**config.mk**
```make
export PLATFORM = sky130hd
export DESIGN_NAME = lenet_mac_top
export DESIGN_NICKNAME = d
export VERILOG_FILES = /design/src/source/lenet_mac_pkg.sv /design/src/source/mac_stage_if.sv /design/src/source/approx_mult_8x8.sv /design/src/source/mult_stage.sv /design/src/source/accum_stage.sv /design/src/source/relu_requant_stage.sv /design/src/source/lenet_mac_top.sv
export SDC_FILE = /design/constraint.sdc
export NUM_CORES = 1
export LEC_CHECK = 0
export BUFFER_PORTS_ARGS = -buffer_cell sky130_fd_sc_hd__buf_2
export CAP_MARGIN = 20
export CORE_MARGIN = 2
export CORE_UTILIZATION = 40
export DETAILED_ROUTE_END_ITERATION = 10
export MAX_ROUTING_LAYER = met4
export PLACE_DENSITY = 0.56
export SYNTH_ARGS = -nofsm -noshare
export SYNTH_HDL_FRONTEND = slang
export SYNTH_SLANG_ARGS = --single-unit
```
**constraint.sdc**
```tcl
create_clock -name clk -period 8.45 [get_ports clk]
set_input_delay 2.535 -clock clk [delete_from_list [all_inputs] [get_ports clk]]
set_output_delay 2.535 -clock clk [all_outputs]
set_load 0.01 [all_outputs]
```
**src/source/lenet_mac_pkg.sv**
```systemverilog
package lenet_mac_pkg;

    // datapath widths.
    localparam int OPERAND_W = 8;
    localparam int PRODUCT_W = 2 * OPERAND_W;
    localparam int ACC_W     = 24;   // 256 terms of the largest product.
    localparam int BIAS_W    = 16;
    localparam int SUM_W     = ACC_W + 2;
    localparam int ACT_W     = 8;

    // requantization.
    localparam int OUT_SHIFT = 8;
    localparam int ACT_MAX   = 255;

    // activation or weight.
    typedef logic [OPERAND_W-1:0] operand_t;

    // approximate multiplier result.
    typedef logic [PRODUCT_W-1:0] product_t;

    // running dot product.
    typedef logic [ACC_W-1:0] acc_t;

    // per-channel bias.
    typedef logic signed [BIAS_W-1:0] bias_t;

    // accumulator plus bias, never overflows.
    typedef logic signed [SUM_W-1:0] sum_t;

    // requantized output activation.
    typedef logic [ACT_W-1:0] act_t;

endpackage

```
**src/source/mac_stage_if.sv**
```systemverilog
`timescale 1ns/1ps

interface mac_stage_if;

    logic                      valid;    // product present this cycle.
    logic                      first;    // term opens a dot product.
    logic                      last;     // term closes a dot product.
    lenet_mac_pkg::product_t   product;

    // multiply stage side.
    modport src (
        output valid,
        output first,
        output last,
        output product
    );

    // accumulate stage side, no acknowledge.
    modport dst (
        input valid,
        input first,
        input last,
        input product
    );

endinterface

```
**src/source/approx_mult_8x8.sv**
```systemverilog
`timescale 1ns/1ps

module approx_mult_8x8 (
    input  lenet_mac_pkg::operand_t x,
    input  lenet_mac_pkg::operand_t y,
    output lenet_mac_pkg::product_t z
);

    lenet_mac_pkg::operand_t pp [0:7];   // and-gated partial products.
    lenet_mac_pkg::product_t row [0:5];  // compressed middle rows.
    lenet_mac_pkg::product_t upper;      // rows 6 and 7, kept exact.

    always_comb begin
        for (int i = 0; i < 8; i++) begin
            pp[i] = y & {8{x[i]}};
        end
    end

    always_comb begin
        row = '{default: '0};

        row[0][2]  = pp[0][1] ^ pp[1][0];
        row[0][3]  = pp[2][1] | pp[3][0];
        row[0][5]  = pp[4][1] | pp[5][0];
        row[0][6]  = pp[2][3] & pp[3][2];
        row[0][7]  = pp[2][5] | pp[3][4];
        row[0][8]  = pp[0][7] | pp[1][6];
        row[0][9]  = pp[2][7] | pp[3][6];
        row[0][10] = pp[2][7] & pp[3][6];
        row[0][11] = pp[4][6] & pp[5][5];
        row[0][12] = pp[5][7];

        row[1][6]  = pp[2][3] | pp[3][2];
        row[1][7]  = pp[4][3] ^ pp[5][2];
        row[1][8]  = pp[1][7];
        row[1][9]  = pp[4][5] ^ pp[5][4];
        row[1][10] = pp[3][7];
        row[1][11] = pp[4][7] & pp[5][6];

        row[2][6]  = pp[2][4] | pp[3][3];
        row[2][8]  = pp[2][6] | pp[3][5];
        row[2][10] = pp[4][5] & pp[5][4];
        row[2][11] = pp[4][7] | pp[5][6];

        row[3][6]  = pp[4][2] | pp[5][1];
        row[3][8]  = pp[4][3] & pp[5][2];
        row[3][10] = pp[4][6] ^ pp[5][5];

        // bit 8 pair split into and/or halves.
        row[4][8]  = pp[4][4] & pp[5][3];
        row[5][8]  = pp[4][4] | pp[5][3];
    end

    assign upper = {1'b0, pp[7], 7'b0} + {2'b00, pp[6], 6'b0};

    assign z = upper + row[0] + row[1] + row[2] + row[3] + row[4] + row[5];

endmodule

```
**src/source/mult_stage.sv**
```systemverilog
`timescale 1ns/1ps

module mult_stage (
    input  logic                    clk,
    input  logic                    rst_n,
    input  logic                    in_valid,
    input  logic                    in_first,
    input  logic                    in_last,
    input  lenet_mac_pkg::operand_t act,
    input  lenet_mac_pkg::operand_t weight,
    input  lenet_mac_pkg::bias_t    bias,
    mac_stage_if.src                out,
    output lenet_mac_pkg::bias_t    out_bias
);

    lenet_mac_pkg::product_t product;

    approx_mult_8x8 approx_mult_8x8_inst (
        .x (act),
        .y (weight),
        .z (product)
    );

    // marks follow the pair by one cycle.
    always_ff @(posedge clk or negedge rst_n) begin
        if (!rst_n) begin
            out.valid <= 1'b0;
            out.first <= 1'b0;
            out.last  <= 1'b0;
        end else begin
            out.valid <= in_valid;
            out.first <= in_valid & in_first;
            out.last  <= in_valid & in_last;
        end
    end

    always_ff @(posedge clk or negedge rst_n) begin
        if (!rst_n) begin
            out.product <= '0;
            out_bias    <= '0;
        end else begin
            if (in_valid) begin
                out.product <= product;
            end
            // bias rides with the final product.
            if (in_valid && in_last) begin
                out_bias <= bias;
            end
        end
    end

endmodule

```
**src/source/accum_stage.sv**
```systemverilog
`timescale 1ns/1ps

module accum_stage (
    input  logic                    clk,
    input  logic                    rst_n,
    mac_stage_if.dst                in,
    input  lenet_mac_pkg::bias_t    in_bias,
    output logic                    sum_valid,
    output lenet_mac_pkg::acc_t     sum,
    output lenet_mac_pkg::bias_t    sum_bias
);

    lenet_mac_pkg::acc_t acc;       // running dot product.
    lenet_mac_pkg::acc_t acc_next;
    lenet_mac_pkg::acc_t term;

    assign term = {8'b0, in.product};

    // load on the first term, add otherwise.
    always_comb begin
        if (in.first) begin
            acc_next = term;
        end else begin
            acc_next = acc + term;
        end
    end

    always_ff @(posedge clk or negedge rst_n) begin
        if (!rst_n) begin
            acc <= '0;
        end else if (in.valid) begin
            acc <= acc_next;
        end
    end

    always_ff @(posedge clk or negedge rst_n) begin
        if (!rst_n) begin
            sum_valid <= 1'b0;
        end else begin
            sum_valid <= in.valid & in.last;   // single-cycle pulse.
        end
    end

    // completed sum held until the next vector ends.
    always_ff @(posedge clk or negedge rst_n) begin
        if (!rst_n) begin
            sum      <= '0;
            sum_bias <= '0;
        end else if (in.valid && in.last) begin
            sum      <= acc_next;
            sum_bias <= in_bias;
        end
    end

endmodule

```
**src/source/relu_requant_stage.sv**
```systemverilog
`timescale 1ns/1ps

module relu_requant_stage (
    input  logic                    clk,
    input  logic                    rst_n,
    input  logic                    sum_valid,
    input  lenet_mac_pkg::acc_t     sum,
    input  lenet_mac_pkg::bias_t    sum_bias,
    output logic                    out_valid,
    output lenet_mac_pkg::act_t     out_act,
    output lenet_mac_pkg::sum_t     out_sum
);

    lenet_mac_pkg::sum_t biased;
    lenet_mac_pkg::sum_t shifted;
    lenet_mac_pkg::act_t act_sat;

    // zero-extend the sum, sign-extend the bias.
    assign biased  = lenet_mac_pkg::sum_t'({2'b00, sum})
                   + lenet_mac_pkg::sum_t'(sum_bias);
    assign shifted = biased >>> lenet_mac_pkg::OUT_SHIFT;

    always_comb begin
        if (biased < 0) begin
            act_sat = '0;                  // relu.
        end else if (shifted > lenet_mac_pkg::ACT_MAX) begin
            act_sat = lenet_mac_pkg::act_t'(lenet_mac_pkg::ACT_MAX);
        end else begin
            act_sat = lenet_mac_pkg::act_t'(shifted);
        end
    end

    always_ff @(posedge clk or negedge rst_n) begin
        if (!rst_n) begin
            out_valid <= 1'b0;
            out_act   <= '0;
            out_sum   <= '0;
        end else begin
            out_valid <= sum_valid;
            if (sum_valid) begin
                out_act <= act_sat;
                out_sum <= biased;
            end
        end
    end

endmodule

```
**src/source/lenet_mac_top.sv**
```systemverilog
`timescale 1ns/1ps

module lenet_mac_top (
    input  logic                    clk,
    input  logic                    rst_n,
    input  logic                    in_valid,
    input  logic                    in_first,
    input  logic                    in_last,
    input  lenet_mac_pkg::operand_t act,
    input  lenet_mac_pkg::operand_t weight,
    input  lenet_mac_pkg::bias_t    bias,
    output logic                    out_valid,
    output lenet_mac_pkg::act_t     out_act,
    output lenet_mac_pkg::sum_t     out_sum
);

    mac_stage_if mac_if ();

    lenet_mac_pkg::bias_t mult_bias;    // bias aligned to the last product.
    logic                 sum_valid;
    lenet_mac_pkg::acc_t  sum;
    lenet_mac_pkg::bias_t sum_bias;

    mult_stage mult_stage_inst (
        .clk      (clk),
        .rst_n    (rst_n),
        .in_valid (in_valid),
        .in_first (in_first),
        .in_last  (in_last),
        .act      (act),
        .weight   (weight),
        .bias     (bias),
        .out      (mac_if),
        .out_bias (mult_bias)
    );

    accum_stage accum_stage_inst (
        .clk       (clk),
        .rst_n     (rst_n),
        .in        (mac_if),
        .in_bias   (mult_bias),
        .sum_valid (sum_valid),
        .sum       (sum),
        .sum_bias  (sum_bias)
    );

    relu_requant_stage relu_requant_stage_inst (
        .clk       (clk),
        .rst_n     (rst_n),
        .sum_valid (sum_valid),
        .sum       (sum),
        .sum_bias  (sum_bias),
        .out_valid (out_valid),
        .out_act   (out_act),
        .out_sum   (out_sum)
    );

endmodule

```
==> flow_results.org, run 1 <==
** Status
- The run finished with clean final reports.

** Critical path
- At the worst endpoint, the required time is 8.74 ns.
- The worst setup path is captured at a register.
- Biggest fanout along the worst timing path :: 7
- Critical path launch point type :: input pin
- CP arrival :: around 6.6 ns
- The worst setup path is of the input pin to register kind.

** Power
- Leakage power total :: ~0.0045 uW
- Maximum vdd drop :: between 0.00015 and 0.0002 V
- Cell area power density :: 367 mW/mm^2

** Die
- Vert. Die Dim :: 148 um
- The initial utilization of the core area, before any placement, comes to between 40 and 50%.
- Core box area :: 0.0204 mm^2
- Die outline area :: 0.0220 mm^2
- In this run the count of I/O pins placed on the die edge is 72.
- The die is 148 um wide.
- Standard-cell row count :: 52

** Job
- Across the run, the number of max-cap violations was 0.

** Placed design
- After detailed placement, the design holds a cell count of approximately 1,200.
- The congestion estimate from routability-driven global placement came to 0.860.
- Worst slack at placement :: 1.63 ns
- Number of buffer cells added on primary ports :: between 70 and 80
- Summed over all nets, the half-perimeter wirelength after detailed placement is about 13,000 um.

** STA
- Period minus WS final :: 6.35 ns
- Setup repair after global routing missed its margin :: no
- Sum of negative setup slack :: 0 ns
- Setup violations remaining at the end of the flow were counted as 0.
- Number of pins with negative max-slew slack in the final report :: 0
- Headroom to the max-slew limit came out at 39.8%.
- Fmax :: approximately 160 MHz
- Crit share post-route :: between 70% and 80%
- At the pin with the least slew margin, the transition time is 0.903 ns.
- After layout, the worst setup slack is 2.10 ns.
- Clock skew after layout :: between 0.009 and 0.01 ns
- Final hold violation count :: 0

** Logic synthesis
- Synth async-reset ratio :: 100%
- Synthesis instantiated 48 different standard cells from the library.
- Number of synthesized flops with an enable pin :: 0
- Netlist area before placement :: about 0.0083 mm^2
- Synth Register Bits :: 132
- Counting every net in the synthesized netlist gives 967.
- Sequential elements use between 30% and 40% of the synthesized area.
- Averaged over all synthesized cells, the footprint is between 9 and 10 um^2.
- Among all flip-flop cells after synthesis, the most frequent one is sky130_fd_sc_hd__dfrtp_1.
- For this run, the number of Yosys warnings is 0.
- Mapped Cells :: roughly 840

** GRT
- Total grt overflow :: 0
- Maximum number of pins on one net before global-route repair :: 74
- The initial antenna violation count came to 0.
- Global-route wire length before repair :: roughly 30,000 um
- GRT Total Usage :: 17.5%
- The via count of the first global-routing pass is between 6,000 and 7,000.

** Cells and area
- Post-route insts no fill :: 1,192
- At the end of the flow, the number of nets in the layout was 1,032.
- Fraction of layout cells with a size suffix above 1 :: 17.7%
- Relative to the synthesized area, the layout overhead comes to 15.7%.
- The library cell used most frequently in the layout, excluding fill and tap cells, is sky130_fd_sc_hd__dfrtp_1.
- Leading cell types in the layout, fill and taps excluded :: 132 x sky130_fd_sc_hd__dfrtp_1, 88 x sky130_fd_sc_hd__nand2_1, 70 x sky130_fd_sc_hd__buf_2
- The repair_antennas step left the layout with diodes totalling 0.

** Drt
- After detailed routing, the number of vias per cell comes to 5.12.
- Routed length on met2 :: 8010 um
- After the first detailed-routing iteration, the DRC count stood at between 200 and 250.
- Post-route met1 wirelength :: slightly below 9000 um
- In this run the remaining antenna-violating nets after routing total 0.
- Routed signal wires occupy layers up through met4.
- Routed via count :: 6,099
- For this run, design rule violations remaining after detail routing come to 0.
- Number of iterations in the first detailed-routing pass :: 4
- Routed length per instance :: 14.7 um
- Post-Route WL :: 17,500 um
- Met3 routed WL :: ~440 um

** Clock network
- Buffers inserted during clock tree synthesis total 17.
- The H-tree was split into 4 levels.
- Cell at the root of the clock tree :: sky130_fd_sc_hd__clkbuf_16
- Post-CTS timing repair inserted 0 buffers for setup.
- Counting along the longest clock path gives a buffer depth of 2.
- The number of gates resized after CTS was 0.
- After clock tree synthesis, the clock-pin slew on the worst setup and hold paths is 0.06 ns.
- CTS sink cnt :: 132
- TritonCTS clock tree :: yes
- Clock Latency Late Sink :: 0.42 ns
- Post-cts hold buffer count :: 0

** Min path
- Type of the tightest min-delay check :: register to register
critical path, cell delays in order:
cell	delay [ns]
sky130_fd_sc_hd__buf_2	0.14
sky130_fd_sc_hd__and2_1	0.16
sky130_fd_sc_hd__ha_1	0.27
sky130_fd_sc_hd__inv_1	0.05
sky130_fd_sc_hd__fa_1	0.47
sky130_fd_sc_hd__inv_1	0.05
sky130_fd_sc_hd__fa_1	0.50
sky130_fd_sc_hd__fa_1	0.54
sky130_fd_sc_hd__inv_1	0.05
sky130_fd_sc_hd__fa_1	0.53
sky130_fd_sc_hd__inv_1	0.04
sky130_fd_sc_hd__ha_1	0.19
sky130_fd_sc_hd__inv_1	0.07
sky130_fd_sc_hd__fa_1	0.19
sky130_fd_sc_hd__nor2b_1	0.05
sky130_fd_sc_hd__o21ai_0	0.14
sky130_fd_sc_hd__nand2b_1	0.11
sky130_fd_sc_hd__a21o_1	0.18
sky130_fd_sc_hd__a21oi_1	0.16
sky130_fd_sc_hd__xnor2_1	0.13
sky130_fd_sc_hd__a21oi_1	0.08
registers in the layout, indices dropped and copies added (netlist names):
register / flops
relu_requant_stage_inst.out_valid: 1
mult_stage_inst.out.last: 1
relu_requant_stage_inst.out_act: 8
accum_stage_inst.acc: 24
accum_stage_inst.sum_valid: 1
mult_stage_inst.out.product: 13
mult_stage_inst.out_bias: 16
mult_stage_inst.out.valid: 1
mult_stage_inst.out.first: 1
accum_stage_inst.sum_bias: 16
relu_requant_stage_inst.out_sum: 26
accum_stage_inst.sum: 24
Yosys cell counts, drive strengths merged (6+ instances only):
| library cell | count | area share (%) |
|---|---|---|
| nand2 | 89 | 4.0 |
| nor3 | 8 | 0.48 |
| o22ai | 10 | 0.75 |
| mux2i | 14 | 1.7 |
| xor2 | 10 | 1.1 |
| nand3 | 8 | 0.48 |
| o21bai | 6 | 0.54 |
| fa | 24 | 5.8 |
| o21ai | 61 | 3.7 |
| nor2 | 45 | 2.0 |
| a211oi | 10 | 0.90 |
| dfrtp | 132 | 40 |
| nor2b | 16 | 1.2 |
| and2 | 25 | 1.9 |
| mux2 | 51 | 6.9 |
| o21a | 10 | 0.90 |
| xnor2 | 30 | 3.2 |
| a21boi | 6 | 0.54 |
| a21oi | 65 | 4.0 |
| o31ai | 7 | 0.63 |
| ha | 62 | 9.3 |
| a31oi | 13 | 0.98 |
| clkbuf | 28 | 1.3 |
| inv | 49 | 2.2 |
| a21o | 10 | 0.90 |
per-stage QoR:
step / instance area (um^2) / utilization, % / hold slack, ns / total power, uW
finish: 9650 / 47.4 / 0.478 / 3540
floorplan: 8340 / - / 0.390 / 2270
global route: 9650 / 47.4 / 0.499 / 3850
CTS: 9650 / 47.4 / 0.483 / 3570
detailed placement: 8970 / 44.0 / 0.469 / 2700
global placement: 8970 / 44.0 / 0.458 / 2680
path summary, 6_finish.rpt:
check	cells after the start	to	slack, ns	start
worst max-delay path	21	mult_stage_inst.out.product[15]$_DFFE_PN0P_	2.10	act[4]
worst min-delay path	2	relu_requant_stage_inst.out_sum[15]$_DFFE_PN0P_	0.48	relu_requant_stage_inst.out_sum[15]$_DFFE_PN0P_
worst max register to register	9	relu_requant_stage_inst.out_act[4]$_DFFE_PN0P_	4.93	accum_stage_inst.sum_bias[15]$_DFFE_PN0P_
worst min register to register	2	relu_requant_stage_inst.out_sum[15]$_DFFE_PN0P_	0.48	relu_requant_stage_inst.out_sum[15]$_DFFE_PN0P_
max in group asynchronous	2	accum_stage_inst.sum[15]$_DFFE_PN0P_	5.07	rst_n
min in group asynchronous	1	mult_stage_inst.out_bias[4]$_DFFE_PN0P_	2.08	rst_n
cell families (layout without fill, tap and decap cells):
logic type	count (synthesis)	count (layout)	share of synthesized area, %
multiplexers	65	65	8.57
XOR/XNOR	40	40	4.20
buffers and inverters	79	157	3.56
AND/OR/NAND/NOR	216	216	12.3
flip-flops	132	132	39.6
AO/OA/AOI/OAI	226	226	16.7
adder cells (fa/ha/maj)	86	86	15.1
layout make-up:
| type | count | area (um^2) |
|---|---|---|
| clock buffer | 20 | 457 |
| clock inverter | 12 | 226 |
| fill | 1943 | 10700 |
| inverter | 49 | 184 |
| multi-input combinational | 633 | 4740 |
| sequential | 132 | 3300 |
| tap | 270 | 338 |
| timing repair buffer | 76 | 399 |
routing by layer:
metal / GRT usage (%) / up-vias
li1: - / 3113
met1: 23.2 / 2864
met2: 27.6 / 103
met3: 2.45 / 19
met4: 5.86 / 0
met5: - / -
where the power goes:
group	total [uW]	switching (uW)	leakage [uW]	internal, uW
registers	993	146	0.00159	847
clock network	852	283	0.000326	570
logic	1690	956	0.00257	738
No activity file was read; power rests on OpenSTA's default activity.
==> run 2, diff against run 1 <==
ABC_AREA = 1   (was not set)
clock period = 6.3 ns   (was 8.45 ns; I/O delays follow)
==> flow_results.org, run 2 <==
** STA
- Period minus WS final :: 5.59 ns
- Clock skew after layout :: 0.0151 ns (was 0.00978 ns)
- The count of final max-slew check failures was 0 (unchanged).
- Setup repair after global routing missed its margin :: no (unchanged)
- The hold violation total from the final report came to 0 (unchanged).
- Headroom to the max-slew limit :: 39.1% (was 39.8%)
- The pin slew with the least headroom to its limit came to 0.913 ns (was 0.903 ns).
- Crit share post-route :: between 80% and 90%
- Static timing analysis puts the maximum clock frequency at 179 MHz.
- Sum of negative setup slack :: 0 ns (unchanged)
- Final-report setup violation count :: 0 (unchanged)

** Clock network
- The maximum level of the CTS H-tree is 4 (unchanged).
- Bufs on Longest Clock Path :: 2 (unchanged)
- Cell at the root of the clock tree :: sky130_fd_sc_hd__clkbuf_16 (unchanged)
- The clock tree from TritonCTS was yes (unchanged).
- Clock Latency Late Sink :: 0.44 ns (was 0.42 ns)
- The count of cells resized by post-cts repair was 0 (unchanged).
- Number of clock buffers inserted by TritonCTS :: 17 (unchanged)
- Post-cts hold buffer count :: 0 (unchanged)
- CTS sink cnt :: 132 (unchanged)
- The clock input transition at the sequential cells of the worst setup and hold paths was 0.07 ns (was 0.06 ns).
- The buffer count from post-CTS setup fixing was 0 (unchanged).

** Logic synthesis
- Warnings from Yosys :: 0 (unchanged)
- The sequential area share after synthesis is 37.4% (was 39.6%).
- Most frequently used cell type in the post-synthesis netlist :: sky130_fd_sc_hd__nand2_1 (was sky130_fd_sc_hd__dfrtp_1)
- The fraction of synthesized cell area taken by the top area cell type is 37.4% (was 39.6%).
- The synthesized area divided by synthesized cell count came to 7.36 um^2 (was 9.88 um^2).
- The instance count of the mapped netlist was 1,202 (was 844).
- The dominant register cell in the synthesized netlist is sky130_fd_sc_hd__dfrtp_1 (unchanged).
- Number of synthesized flops with an enable pin :: 0 (unchanged)
- Library cell occupying the most area in the post-synthesis netlist :: sky130_fd_sc_hd__dfrtp_1 (unchanged)
- Most area-consuming cells after synthesis: sky130_fd_sc_hd__dfrtp_1 37%, sky130_fd_sc_hd__nand2_1 18%, sky130_fd_sc_hd__ha_1 8.8% (was sky130_fd_sc_hd__dfrtp_1 40%, sky130_fd_sc_hd__ha_1 9.3%, sky130_fd_sc_hd__mux2_2 6.9%).
- The post-synthesis async set-or-reset flop share is 100% (unchanged).
- Number of distinct library cells after synthesis :: 39 (was 48)
- The number of nets produced by synthesis came to 1,325 (was 967).
- Synth Register Bits :: 132 (unchanged)
- Top post-synthesis cells by count :: 421 x sky130_fd_sc_hd__nand2_1, 184 x sky130_fd_sc_hd__inv_1, 132 x sky130_fd_sc_hd__dfrtp_1, 113 x sky130_fd_sc_hd__o21ai_0, 62 x sky130_fd_sc_hd__ha_1 (was 132 x sky130_fd_sc_hd__dfrtp_1, 89 x sky130_fd_sc_hd__nand2_1, 64 x sky130_fd_sc_hd__a21oi_1, 62 x sky130_fd_sc_hd__ha_1, 61 x sky130_fd_sc_hd__o21ai_0)
- The post-synthesis instance area came to 0.00884 mm^2 (was 0.00834 mm^2).

** Cells and area
- The share of final-layout standard cells stronger than drive strength 1 is 10.7% (was 17.7%).
- The register with the most flip-flops is relu_requant_stage_inst.out_sum (unchanged).
- Synthesis-to-layout area growth :: 13.6% (was 15.7%)
- # diodes :: 0 (unchanged)
- Max reg flops :: 26 (unchanged)
- Leading cell types in the layout, fill and taps excluded: 420 x sky130_fd_sc_hd__nand2_1, 184 x sky130_fd_sc_hd__inv_1, 132 x sky130_fd_sc_hd__dfrtp_1 (was 132 x sky130_fd_sc_hd__dfrtp_1, 88 x sky130_fd_sc_hd__nand2_1, 70 x sky130_fd_sc_hd__buf_2).
- NumNets Final :: 1,386 (was 1,032)
- The number of cells in the finished layout apart from fillers is 1,556 (was 1,192).
- Largest registers: relu_requant_stage_inst.out_sum x26, accum_stage_inst.acc x24, accum_stage_inst.sum x24 (unchanged).
- The most common cell after layout, fill and taps aside is sky130_fd_sc_hd__nand2_1 (was sky130_fd_sc_hd__dfrtp_1).
- Finished Cell Area :: 0.0100 mm^2 (was 0.00965 mm^2)

** Status
- Run status: complete, no violations (unchanged).

** Power
- The clock power share is 25.1% (was 24.1%).
- The highest ir drop seen on vdd came to 0.000191 V (was 0.000160 V).
- Combinational group share of total power :: 44.2% (was 47.9%)
- The net switching fraction of the power was 42.6% (was 39.1%).
- Relative contribution of sequential cells to total power :: 30.7% (was 28.0%)
- Cell area power density :: 402 mW/mm^2 (was 367 mW/mm^2)
- Leakage power total :: 0.00550 uW (was 0.00449 uW)
- Switching component of the power :: 1720 uW (was 1380 uW)
- The internal power of the cells came to 2320 uW (was 2150 uW).

** Die
- The vertical die dimension is 153 um (was 148 um).
- Core box area :: 0.0218 mm^2 (was 0.0204 mm^2)
- The die area is 0.0233 mm^2 (was 0.0220 mm^2).
- The floorplan die width is 153 um (was 148 um).
- The number of standard-cell rows in the floorplan came to 54 (was 52).
- The I/O pin total was 72 (unchanged).
- Initial core utilization :: 40.6% (was 41.0%)

** Critical path
- The highest net fanout along the worst path was 6 (was 7).
- The startpoint class of the critical path was an input pin (unchanged).
- The type of the worst setup path is input pin to register (unchanged).
- Endpoint required time on the critical path :: 6.60 ns (was 8.74 ns)
- CP arrival :: 5.89 ns (was 6.63 ns)
- The kind of end point of the critical path is a register (unchanged).

** Placed design
- The placed cell count was 1,524 (was 1,160).
- The last weighted congestion value of the routability-driven placer is 0.896 (was 0.860).
- The placed wire-length estimate after detailed placement is 16,200 um (was 13,200 um).
- Number of buffer cells added on primary ports :: 71 (unchanged)
- Placed inst area :: 0.00945 mm^2 (was 0.00897 mm^2)

** Job
- The max-capacitance violation count came to 0 (unchanged).

** Drt
- The count of nets left with antenna violations after detail routing is 0 (unchanged).
- The routed length per instance was 13.4 um (was 14.7 um).
- The number of iterations in the first detailed-routing pass was 5 (was 4).
- Ratio of routed vias to standard cells :: 4.79 (was 5.12)
- Starting DRT DRC Count :: 419 (was 221)
- The number of remaining DRC errors came to 0 (unchanged).
- The detailed-route via count came to 7,455 (was 6,099).
- Post-Route WL :: 20,800 um (was 17,500 um)

** GRT
- The via count of the first global-routing pass came to 7,200 (was 6,133).
- Antenna violations before repair :: 0 (unchanged)
- Maximum number of pins on one net before global-route repair :: 90 (was 74)
- The global-route usage over all layers came to 19.2% (was 17.5%).
- Global-route wire length before repair :: 35,600 um (was 30,200 um)
- The total overflow reported by the global router came to 0 (unchanged).

** Min path
- Type of the tightest min-delay check :: register to register (unchanged)
run 2: cell count changes after synthesis, moves of 16 or more:
cell,delta
sky130_fd_sc_hd__nand2_1,+332
sky130_fd_sc_hd__inv_1,+135
sky130_fd_sc_hd__o21ai_0,+52
sky130_fd_sc_hd__mux2_2,-51
sky130_fd_sc_hd__a21oi_1,-30
sky130_fd_sc_hd__nand3_1,+27
sky130_fd_sc_hd__xnor2_1,-21
sky130_fd_sc_hd__and2_1,-20
sky130_fd_sc_hd__nor2b_1,-16
run 2: metrics by stage:
step | setup WS [ns] | util (%) | power (uW) | hold slack (ns)
2_1_floorplan | 0.575 | - | 2520 | 0.352
3_3_place_gp | 0.294 | 43.4 | 3040 | 0.459
3_5_place_dp | 0.254 | 43.4 | 3050 | 0.460
4_1_cts | 0.699 | 46.2 | 4090 | 0.479
5_1_grt | 0.396 | 46.2 | 4420 | 0.499
6_report | 0.713 | 46.2 | 4040 | 0.472
run 2: cell families (layout without fill, tap and decap cells):
logic type | Yosys count | in the layout | synth area share (%)
compound gates | 185 | 185 | 11.2
xor+xnor | 21 | 21 | 2.25
fa+ha+maj | 86 | 86 | 14.2
buf+inv | 219 | 293 | 9.39
flops | 132 | 132 | 37.4
simple gates | 559 | 559 | 25.6
run 2: power by group through the flow:
stage	clock network (uW)	logic, uW	registers (uW)
CTS	1040	1800	1240
finish	1010	1790	1240
global placement	0	1780	1250
global route	1080	2060	1270
detailed placement	0	1790	1260
floorplan	0	1270	1250
run 2: final timing paths:
path / start / to / slack (ns) / cells after the start
worst max-delay path: act[4] / mult_stage_inst.out.product[15]$_DFFE_PN0P_ / 0.71 / 25
worst min-delay path: relu_requant_stage_inst.out_act[3]$_DFFE_PN0P_ / relu_requant_stage_inst.out_act[3]$_DFFE_PN0P_ / 0.47 / 2
worst max register to register: accum_stage_inst.sum_bias[15]$_DFFE_PN0P_ / relu_requant_stage_inst.out_act[2]$_DFFE_PN0P_ / 3.52 / 12
worst min register to register: relu_requant_stage_inst.out_act[3]$_DFFE_PN0P_ / relu_requant_stage_inst.out_act[3]$_DFFE_PN0P_ / 0.47 / 2
max in group asynchronous: rst_n / accum_stage_inst.acc[13]$_DFFE_PN0P_ / 3.70 / 2
min in group asynchronous: rst_n / relu_requant_stage_inst.out_act[3]$_DFFE_PN0P_ / 1.49 / 1
run 2: worst max-delay path: stages:
cell,delay [ns]
sky130_fd_sc_hd__buf_2,0.14
sky130_fd_sc_hd__nand2_1,0.07
sky130_fd_sc_hd__inv_1,0.04
sky130_fd_sc_hd__ha_1,0.27
sky130_fd_sc_hd__inv_1,0.05
sky130_fd_sc_hd__fa_1,0.47
sky130_fd_sc_hd__inv_1,0.05
sky130_fd_sc_hd__fa_1,0.50
sky130_fd_sc_hd__fa_1,0.54
sky130_fd_sc_hd__inv_1,0.05
sky130_fd_sc_hd__fa_1,0.53
sky130_fd_sc_hd__inv_1,0.04
sky130_fd_sc_hd__ha_1,0.18
sky130_fd_sc_hd__inv_1,0.08
sky130_fd_sc_hd__fa_1,0.16
sky130_fd_sc_hd__inv_1,0.05
sky130_fd_sc_hd__a21oi_1,0.12
sky130_fd_sc_hd__nor2_1,0.05
sky130_fd_sc_hd__nor2_1,0.07
sky130_fd_sc_hd__inv_1,0.05
sky130_fd_sc_hd__nand2_1,0.07
sky130_fd_sc_hd__nand2_1,0.05
sky130_fd_sc_hd__a21oi_1,0.15
sky130_fd_sc_hd__xor2_1,0.15
sky130_fd_sc_hd__o21ai_0,0.08
run 2: final cells by class:
cell class	instances	area [um^2]
repair buffers	74	384
multi-input cells	851	4710
well taps	280	350
clock inverters	14	153
clock buffers	18	439
flip-flops and latches	132	3300
fillers	2294	11700
inverters	187	702
run 2: metal layers:
layer | up-vias | track usage, % | part of all wire, %
li1 | 3887 | - | -
met1 | 3397 | 26.8 | 51
met2 | 142 | 29.4 | 45
met3 | 29 | 3.04 | 3.0
met4 | 0 | 4.94 | 1.4
met5 | - | - | 0
